`config.mk`:
```
export PLATFORM = sky130hd
export DESIGN_NAME = axi_firewall
export DESIGN_NICKNAME = d
export VERILOG_FILES = /design/src/axi_fw_pkg.sv /design/src/axi_fw_fifo.sv /design/src/axi_fw_judge.sv /design/src/axi_fw_channel.sv /design/src/axi_fw_regs.sv /design/src/axi_firewall.sv
export SDC_FILE = /design/constraint.sdc
export NUM_CORES = 2
export LEC_CHECK = 0
export BUFFER_PORTS_ARGS = -buffer_cell sky130_fd_sc_hd__buf_2
export CAP_MARGIN = 20
export CELL_PAD_IN_SITES_DETAIL_PLACEMENT = 1
export CELL_PAD_IN_SITES_GLOBAL_PLACEMENT = 1
export CORE_ASPECT_RATIO = 1.75
export CORE_MARGIN = 4
export CORE_UTILIZATION = 50
export DETAILED_ROUTE_END_ITERATION = 10
export GPL_ROUTABILITY_DRIVEN = 0
export HOLD_SLACK_MARGIN = 0.1
export PLACE_DENSITY_LB_ADDON = 0.1
export SYNTH_ARGS = -nofsm -noshare
export SYNTH_HDL_FRONTEND = slang
export SYNTH_HIERARCHICAL = 1
export SYNTH_SLANG_ARGS = --single-unit
```
`constraint.sdc`:
```
create_clock -name clk -period 7.92 [get_ports clk]
set_input_delay 0.396 -clock clk [delete_from_list [all_inputs] [get_ports clk]]
set_output_delay 0.396 -clock clk [all_outputs]
set_load 0.01 [all_outputs]
```
`src/axi_fw_pkg.sv`:
```
package axi_fw_pkg;

    localparam int NUM_RULES = 8;
    localparam int FIFO_DEPTH = 4;
    localparam int ADDR_W = 32;
    localparam logic [7:0] KILL_MAX = 8'd255;

    localparam int FIFO_PTR_W = $clog2(FIFO_DEPTH);
    localparam int RULE_SEL_W = $clog2(NUM_RULES);
    // wide enough to hold NUM_RULES itself, which stands for the default action
    localparam int RULE_ID_W = 4;

    // apb register offsets
    localparam logic [15:0] REG_CTRL = 16'h000;
    localparam logic [15:0] REG_STATUS = 16'h004;
    localparam logic [15:0] REG_KILLS = 16'h008;
    localparam logic [15:0] REG_WR_ADDR = 16'h00c;
    localparam logic [15:0] REG_WR_INFO = 16'h010;
    localparam logic [15:0] REG_RD_ADDR = 16'h014;
    localparam logic [15:0] REG_RD_INFO = 16'h018;
    localparam logic [15:0] RULE_BASE = 16'h100;
    localparam int RULE_STRIDE = 16;

    typedef logic [RULE_ID_W-1:0] fw_rule_id_t;

    typedef enum logic {
        pass = 1'b0,
        kill = 1'b1
    } fw_action_e;

    typedef struct packed {
        logic [3:0] id;
        logic [ADDR_W-1:0] addr;
        logic [7:0] len;
        logic [2:0] size;
        logic [1:0] burst;
        logic [3:0] cache;
        logic [3:0] qos;
        logic [2:0] prot;
    } axi_fw_req_t;

    typedef struct packed {
        logic valid;
        fw_action_e action;
        logic [ADDR_W-1:0] base;
        logic [ADDR_W-1:0] limit;
    } fw_rule_t;

    typedef struct packed {
        logic enable;
        fw_action_e default_action;
        fw_rule_t [NUM_RULES-1:0] rules;
    } fw_cfg_t;

    typedef struct packed {
        logic caught;
        logic [ADDR_W-1:0] caught_addr;
        logic [3:0] caught_id;
        fw_rule_id_t caught_rule;
        logic [7:0] kill_count;
    } fw_status_t;

endpackage

```
`src/axi_fw_fifo.sv`:
```
module axi_fw_fifo (
    input logic clk,
    input logic rst_n,
    input logic push,
    input axi_fw_pkg::axi_fw_req_t din,
    input logic pop,
    output axi_fw_pkg::axi_fw_req_t dout,
    output logic full,
    output logic empty
);

    axi_fw_pkg::axi_fw_req_t mem [axi_fw_pkg::FIFO_DEPTH];

    logic [axi_fw_pkg::FIFO_PTR_W-1:0] wr_ptr;
    logic [axi_fw_pkg::FIFO_PTR_W-1:0] rd_ptr;
    logic [axi_fw_pkg::FIFO_PTR_W:0] count;
    logic push_ok;
    logic pop_ok;

    assign full = (count == axi_fw_pkg::FIFO_DEPTH);
    assign empty = (count == 0);
    assign push_ok = push && !full;
    assign pop_ok = pop && !empty;
    assign dout = mem[rd_ptr];

    always_ff @(posedge clk) begin
        if (push_ok) begin
            mem[wr_ptr] <= din;
        end
    end

    always_ff @(posedge clk or negedge rst_n) begin
        if (!rst_n) begin
            wr_ptr <= '0;
            rd_ptr <= '0;
            count <= '0;
        end else begin
            if (push_ok) begin
                wr_ptr <= (wr_ptr == axi_fw_pkg::FIFO_DEPTH - 1) ? '0 : wr_ptr + 1'b1;
            end
            if (pop_ok) begin
                rd_ptr <= (rd_ptr == axi_fw_pkg::FIFO_DEPTH - 1) ? '0 : rd_ptr + 1'b1;
            end
            // simultaneous push and pop leaves the count alone
            case ({push_ok, pop_ok})
                2'b10: count <= count + 1'b1;
                2'b01: count <= count - 1'b1;
                default: count <= count;
            endcase
        end
    end

endmodule

```
`src/axi_fw_judge.sv`:
```
module axi_fw_judge (
    input logic clk,
    input logic rst_n,
    input logic head_valid,
    input axi_fw_pkg::axi_fw_req_t head,
    output logic head_pop,
    input axi_fw_pkg::fw_cfg_t cfg,
    input logic out_full,
    output logic fwd_push,
    output axi_fw_pkg::axi_fw_req_t fwd_req,
    output logic kill_evt,
    output logic [3:0] kill_rule
);

    logic vld_q;
    axi_fw_pkg::axi_fw_req_t req_q;
    axi_fw_pkg::fw_action_e act_q;
    axi_fw_pkg::fw_rule_id_t rule_q;

    axi_fw_pkg::fw_action_e match_act;
    axi_fw_pkg::fw_rule_id_t match_rule;
    logic leaving;

    // walk downwards so the lowest-numbered hit is the one left standing
    always_comb begin
        match_act = cfg.default_action;
        match_rule = axi_fw_pkg::fw_rule_id_t'(axi_fw_pkg::NUM_RULES);
        for (int i = axi_fw_pkg::NUM_RULES - 1; i >= 0; i--) begin
            if (cfg.rules[i].valid &&
                head.addr >= cfg.rules[i].base &&
                head.addr <= cfg.rules[i].limit) begin
                match_act = cfg.rules[i].action;
                match_rule = axi_fw_pkg::fw_rule_id_t'(i);
            end
        end
        if (!cfg.enable) begin
            match_act = axi_fw_pkg::pass;
        end
    end

    assign fwd_push = vld_q && (act_q == axi_fw_pkg::pass) && !out_full;
    assign kill_evt = vld_q && (act_q == axi_fw_pkg::kill);
    assign leaving = fwd_push || kill_evt;
    assign head_pop = head_valid && (!vld_q || leaving);
    assign fwd_req = req_q;
    assign kill_rule = rule_q;

    always_ff @(posedge clk or negedge rst_n) begin
        if (!rst_n) begin
            vld_q <= 1'b0;
        end else if (head_pop) begin
            vld_q <= 1'b1;
        end else if (leaving) begin
            vld_q <= 1'b0;
        end
    end

    // decision is frozen at load time
    always_ff @(posedge clk) begin
        if (head_pop) begin
            req_q <= head;
            act_q <= match_act;
            rule_q <= match_rule;
        end
    end

endmodule

```
`src/axi_fw_channel.sv`:
```
module axi_fw_channel (
    input logic clk,
    input logic rst_n,
    input axi_fw_pkg::axi_fw_req_t sl_req,
    input logic sl_valid,
    output logic sl_ready,
    output axi_fw_pkg::axi_fw_req_t ms_req,
    output logic ms_valid,
    input logic ms_ready,
    input axi_fw_pkg::fw_cfg_t cfg,
    input logic clear,
    output axi_fw_pkg::fw_status_t status
);

    axi_fw_pkg::axi_fw_req_t head;
    axi_fw_pkg::axi_fw_req_t fwd_req;
    logic in_full;
    logic in_empty;
    logic head_pop;
    logic out_full;
    logic out_empty;
    logic fwd_push;
    logic kill_evt;
    logic [3:0] kill_rule;

    assign sl_ready = !in_full;
    assign ms_valid = !out_empty;

    axi_fw_fifo u_in_fifo (
        .clk   (clk),
        .rst_n (rst_n),
        .push  (sl_valid),
        .din   (sl_req),
        .pop   (head_pop),
        .dout  (head),
        .full  (in_full),
        .empty (in_empty)
    );

    axi_fw_judge u_judge (
        .clk        (clk),
        .rst_n      (rst_n),
        .head_valid (!in_empty),
        .head       (head),
        .head_pop   (head_pop),
        .cfg        (cfg),
        .out_full   (out_full),
        .fwd_push   (fwd_push),
        .fwd_req    (fwd_req),
        .kill_evt   (kill_evt),
        .kill_rule  (kill_rule)
    );

    axi_fw_fifo u_out_fifo (
        .clk   (clk),
        .rst_n (rst_n),
        .push  (fwd_push),
        .din   (fwd_req),
        .pop   (ms_ready),
        .dout  (ms_req),
        .full  (out_full),
        .empty (out_empty)
    );

    // kill counter and first-kill capture, clear wins over a kill
    always_ff @(posedge clk or negedge rst_n) begin
        if (!rst_n) begin
            status <= '0;
        end else if (clear) begin
            status <= '0;
        end else if (kill_evt) begin
            if (status.kill_count != axi_fw_pkg::KILL_MAX) begin
                status.kill_count <= status.kill_count + 1'b1;
            end
            if (!status.caught) begin
                status.caught <= 1'b1;
                status.caught_addr <= fwd_req.addr;
                status.caught_id <= fwd_req.id;
                status.caught_rule <= kill_rule;
            end
        end
    end

endmodule

```
`src/axi_fw_regs.sv`:
```
module axi_fw_regs (
    input logic clk,
    input logic rst_n,
    input logic [15:0] paddr,
    input logic psel,
    input logic penable,
    input logic pwrite,
    input logic [31:0] pwdata,
    output logic [31:0] prdata,
    output logic pready,
    output logic pslverr,
    output axi_fw_pkg::fw_cfg_t cfg,
    input axi_fw_pkg::fw_status_t wr_status,
    input axi_fw_pkg::fw_status_t rd_status,
    output logic wr_clear,
    output logic rd_clear
);

    axi_fw_pkg::fw_cfg_t cfg_q;
    logic access;
    logic wr_access;
    logic mapped;
    logic [15:0] rule_off;
    logic rule_hit;
    logic [axi_fw_pkg::RULE_SEL_W-1:0] rule_sel;
    logic [1:0] rule_reg;
    logic [31:0] rdata;

    assign access = psel && penable;
    assign wr_access = access && pwrite;
    assign pready = 1'b1;
    assign cfg = cfg_q;

    // rule window, addresses below RULE_BASE wrap to a large offset
    assign rule_off = paddr - axi_fw_pkg::RULE_BASE;
    assign rule_sel = rule_off[4 +: axi_fw_pkg::RULE_SEL_W];
    assign rule_reg = rule_off[3:2];
    assign rule_hit = (rule_off < axi_fw_pkg::NUM_RULES * axi_fw_pkg::RULE_STRIDE) &&
                      (rule_off[1:0] == 2'b00) && (rule_reg != 2'd3);

    // any write to status clears both channels
    assign wr_clear = wr_access && (paddr == axi_fw_pkg::REG_STATUS);
    assign rd_clear = wr_access && (paddr == axi_fw_pkg::REG_STATUS);

    always_comb begin
        mapped = 1'b1;
        rdata = '0;
        case (paddr)
            axi_fw_pkg::REG_CTRL: rdata = {30'b0, cfg_q.default_action, cfg_q.enable};
            axi_fw_pkg::REG_STATUS: rdata = {30'b0, rd_status.caught, wr_status.caught};
            axi_fw_pkg::REG_KILLS: rdata = {16'b0, rd_status.kill_count, wr_status.kill_count};
            axi_fw_pkg::REG_WR_ADDR: rdata = wr_status.caught_addr;
            axi_fw_pkg::REG_WR_INFO:
                rdata = {20'b0, wr_status.caught_rule, 4'b0, wr_status.caught_id};
            axi_fw_pkg::REG_RD_ADDR: rdata = rd_status.caught_addr;
            axi_fw_pkg::REG_RD_INFO:
                rdata = {20'b0, rd_status.caught_rule, 4'b0, rd_status.caught_id};
            default: begin
                mapped = rule_hit;
                case (rule_reg)
                    2'd0: rdata = cfg_q.rules[rule_sel].base;
                    2'd1: rdata = cfg_q.rules[rule_sel].limit;
                    default: begin
                        rdata = {30'b0, cfg_q.rules[rule_sel].action,
                                 cfg_q.rules[rule_sel].valid};
                    end
                endcase
                if (!rule_hit) begin
                    rdata = '0;
                end
            end
        endcase
    end

    assign prdata = rdata;
    assign pslverr = access && !mapped;

    // status and capture registers are read only, writes to them are ignored
    always_ff @(posedge clk or negedge rst_n) begin
        if (!rst_n) begin
            cfg_q <= '0;
        end else if (wr_access) begin
            if (paddr == axi_fw_pkg::REG_CTRL) begin
                cfg_q.enable <= pwdata[0];
                cfg_q.default_action <= axi_fw_pkg::fw_action_e'(pwdata[1]);
            end
            if (rule_hit) begin
                case (rule_reg)
                    2'd0: cfg_q.rules[rule_sel].base <= pwdata;
                    2'd1: cfg_q.rules[rule_sel].limit <= pwdata;
                    default: begin
                        cfg_q.rules[rule_sel].valid <= pwdata[0];
                        cfg_q.rules[rule_sel].action <= axi_fw_pkg::fw_action_e'(pwdata[1]);
                    end
                endcase
            end
        end
    end

endmodule

```
`src/axi_firewall.sv`:
```
module axi_firewall (
    input logic clk,
    input logic rst_n,
    input axi_fw_pkg::axi_fw_req_t sl_aw,
    input logic sl_awvalid,
    output logic sl_awready,
    input axi_fw_pkg::axi_fw_req_t sl_ar,
    input logic sl_arvalid,
    output logic sl_arready,
    output axi_fw_pkg::axi_fw_req_t ms_aw,
    output logic ms_awvalid,
    input logic ms_awready,
    output axi_fw_pkg::axi_fw_req_t ms_ar,
    output logic ms_arvalid,
    input logic ms_arready,
    // secure apb slave
    input logic [15:0] paddr,
    input logic psel,
    input logic penable,
    input logic pwrite,
    input logic [31:0] pwdata,
    output logic [31:0] prdata,
    output logic pready,
    output logic pslverr
);

    axi_fw_pkg::fw_cfg_t cfg;
    axi_fw_pkg::fw_status_t wr_status;
    axi_fw_pkg::fw_status_t rd_status;
    logic wr_clear;
    logic rd_clear;

    axi_fw_regs u_regs (
        .clk       (clk),
        .rst_n     (rst_n),
        .paddr     (paddr),
        .psel      (psel),
        .penable   (penable),
        .pwrite    (pwrite),
        .pwdata    (pwdata),
        .prdata    (prdata),
        .pready    (pready),
        .pslverr   (pslverr),
        .cfg       (cfg),
        .wr_status (wr_status),
        .rd_status (rd_status),
        .wr_clear  (wr_clear),
        .rd_clear  (rd_clear)
    );

    // both channels judge against the same rule table
    axi_fw_channel u_wr_channel (
        .clk      (clk),
        .rst_n    (rst_n),
        .sl_req   (sl_aw),
        .sl_valid (sl_awvalid),
        .sl_ready (sl_awready),
        .ms_req   (ms_aw),
        .ms_valid (ms_awvalid),
        .ms_ready (ms_awready),
        .cfg      (cfg),
        .clear    (wr_clear),
        .status   (wr_status)
    );

    axi_fw_channel u_rd_channel (
        .clk      (clk),
        .rst_n    (rst_n),
        .sl_req   (sl_ar),
        .sl_valid (sl_arvalid),
        .sl_ready (sl_arready),
        .ms_req   (ms_ar),
        .ms_valid (ms_arvalid),
        .ms_ready (ms_arready),
        .cfg      (cfg),
        .clear    (rd_clear),
        .status   (rd_status)
    );

endmodule

```
==> impl_metrics.env <==
export IMPL_drt_vias_per_instance=6.803
export IMPL_syn_avg_cell_area_um2=13.05
export IMPL_p_total_mw=42.30
export IMPL_finalClockSkew_ns=0.07934
export IMPL_clockBufferDepth=4
export IMPL_placed_cells=10070
export IMPL_drtAntennaViolNets=0
export IMPL_ys_flop_type="edfxtp_1"
export IMPL_cap_viol_max_count=0
export IMPL_criticalPathCategory="reg2reg"
export IMPL_grt_max_degree=134
export IMPL_drt_wirelength_per_cell_um=40.87
export IMPL_instances_no_fill=10580
export IMPL_nets=9148
export IMPL_relSlewSlack=0.07788
export IMPL_postCtsSetupBuffers=0
export IMPL_num_vias=71990
export IMPL_cts_hold_buf=125
export IMPL_fp_dieW_um=339.4
export IMPL_cp_max_fo=34
export IMPL_core_um2=191000
export IMPL_final_period_utilization=0.8283
export IMPL_syn_area_um2=96080
export IMPL_pin_count=335
export IMPL_cp_data_arrival_time_ns=7.11
export IMPL_ir_drop_mv=0.2591
export IMPL_grtUsageTotal=0.4295
export IMPL_p_per_area_nw_per_um2=391.3
export IMPL_first_pass_iters=6
export IMPL_die_y_um=587.9
export IMPL_cp_required_ns=8.47
export IMPL_antenna_found_initial=78
export IMPL_tns_ns=0
export IMPL_slew_violations=0
export IMPL_setup_viol=0
export IMPL_ys_seq_area_frac=0.5121
export IMPL_drtIter0Drc=7134
export IMPL_grt_remaining_overflow=0
export IMPL_ys_async_sr_fraction=0.3764
export IMPL_synthDistinctLibCells=111
export IMPL_root_buffer="clkbuf_16"
export IMPL_synth_edf_count=1090
export IMPL_rows=212
export IMPL_ff_latch_area_um2=49220
export IMPL_synth_seq_cells=1748
export IMPL_rsz0062_at_grt="no"
export IMPL_port_buffers=333
export IMPL_drt_total_wl_mm=432.4
export IMPL_initial_utilization=0.5031
export IMPL_synth_nets=8595
export IMPL_drc=0
export IMPL_tritoncts="built"
export IMPL_die_area_um2=199500
export IMPL_syn_to_final_growth_pct=12.51
export IMPL_synthCells=7364
export IMPL_hold_class="in2async"
export IMPL_cts_made_buffers=171
export IMPL_clk_latency_ns=0.87
export IMPL_fin_hold_ws_ns=0.1136
export IMPL_clock_sinks=1748
export IMPL_clkTransAtPathRegs_ns=0.06
export IMPL_cts_resized_gates=0
export IMPL_max_freq_mhz=152.4
export IMPL_critical_path_startpoint_type="flop"
export IMPL_multiInputGateArea_um2=41370
export IMPL_min_period_ns=6.560
export IMPL_layout_drive_gt1_share=0.2205
export IMPL_leakage_nw=41.89
export IMPL_end_kind="flop"
export IMPL_htree_levels=4
export IMPL_hpwl_mm=316.9
export IMPL_finalHoldViolations=0
export IMPL_run_status="complete, no violations"
export IMPL_grt_pass1_vias=75310
export IMPL_grt_pass1_wl_mm=594.5
export IMPL_ys_warn_count=6
export IMPL_worstMarginPinSlew_ns=1.369
export IMPL_nFillCells=19150
## metal layers
layer	part of all wire	GRT usage	up-vias
met5	0.00044	0	-
met4	0.14	0.4803	22
met3	0.084	0.1131	2107
met2	0.45	0.6698	4616
met1	0.32	0.4443	36450
li1	-	-	28790
## where the power goes
part | total, mW | switching, mW | internal, mW | leakage, nW
logic | 19.4 | 12.7 | 6.65 | 19.8
clock network | 8.79 | 3.76 | 5.03 | 2.87
registers | 14.2 | 1.57 | 12.6 | 19.2
## cell usage in the layout (no fill, tap or decap), types with 80 or more instances in the layout
cell type      Yosys  layout
a21oi_1          331     329
inv_1           1075    1074
dlygate4sd3_1      0     125
a21o_1            80      80
nor2_1           177     164
nand4_1          179     179
dfrtp_1          658     648
clkbuf_16          0     174
nand3_1          126     126
edfxtp_1        1090    1090
ha_1            1050    1050
o21ai_0          208     203
mux2_2           606     606
mux4_2           266     266
buf_2             78     330
a22o_1            90      90
nand2_1          250     250
buf_4             38     148
## stage by stage
| step | setup WS, ns | cell area, µm² | util |
|---|---|---|---|
| floorplan | 4.038 | 96080 | - |
| global placement | 1.122 | 100600 | 0.5265 |
| detailed placement | 1.577 | 100700 | 0.5271 |
| CTS | 1.477 | 107800 | 0.5644 |
| global route | 1.429 | 108000 | 0.5655 |
| finish | 1.360 | 108100 | 0.5660 |
## Yosys cell counts (28+ instances only)
cell	number	area share
a211oi_1	72	0.0056
a21o_1	80	0.0063
a21oi_1	331	0.017
a221oi_1	65	0.0059
a22o_1	90	0.0082
a22oi_1	62	0.0048
buf_2	78	0.0041
buf_4	38	0.0030
buf_6	28	0.0033
clkbuf_1	65	0.0025
dfrtp_1	658	0.17
edfxtp_1	1090	0.34
ha_1	1050	0.14
inv_1	1075	0.042
mux2_2	606	0.071
mux2i_1	42	0.0044
mux4_2	266	0.062
nand2_1	250	0.0098
nand2b_1	37	0.0024
nand3_1	126	0.0066
nand4_1	179	0.012
nor2_1	177	0.0069
nor2b_1	39	0.0025
nor3_1	56	0.0029
o211ai_1	59	0.0046
o21ai_0	208	0.011
## cells by family (layout without fill, tap and decap cells)
family / Yosys count / count (layout) / share of synthesized area
and+or+nand+nor: 1050 / 1050 / 0.05812
other: 1 / 69 / 0.00003903
adders and majority gates: 1054 / 1054 / 0.1376
buffers and inverters: 1318 / 2007 / 0.06024
DFF: 1748 / 1748 / 0.5121
muxes: 951 / 951 / 0.1436
xor gates and xnor gates: 12 / 12 / 0.001094
AOI/OAI and AO/OA: 1230 / 1230 / 0.08729
## final cells by class
| class | instances | share of cell area |
|---|---|---|
| clock inverters | 99 | 0.01152 |
| flip-flops and latches | 1748 | 0.4554 |
| clock buffers | 210 | 0.04274 |
| diodes | 68 | 0.001574 |
| inverters | 1076 | 0.03736 |
| multi-input cells | 4298 | 0.3828 |
| well taps | 2461 | 0.02849 |
| repair buffers | 622 | 0.04018 |
## worst max-delay path, cell delays in order, from the launching register on
cell and delay, ns:
dfrtp_4 1.01, mux4_2 0.71, inv_1 0.11, buf_4 0.33, ha_1 0.31, nand2b_1 0.15, a2111oi_0 0.44, o2bb2ai_1 0.39
nor4_1 1.04, o211ai_1 0.69, and4_1 0.43, a311o_1 0.31, a22oi_1 0.18, o32ai_2 0.11
## worst paths after layout
path                                             startpoint                                  to  slack (ns)  cells after the start
max                        u_rd_channel/u_in_fifo/rd_ptr[0]          u_rd_channel/u_judge/act_q        1.36                     13
min                                                   rst_n                           async pin        0.11                      2
max reg2reg                u_rd_channel/u_in_fifo/rd_ptr[0]          u_rd_channel/u_judge/act_q        1.36                     13
min reg2reg                u_wr_channel/u_judge/fwd_req[20]  u_wr_channel/u_out_fifo/mem[2][20]        0.48                      0
max in group asynchronous                             rst_n                           async pin        5.78                      4
min in group clk                                 pwdata[10]                                flop        0.13                      2
No activity file was read; power rests on OpenSTA's default activity.
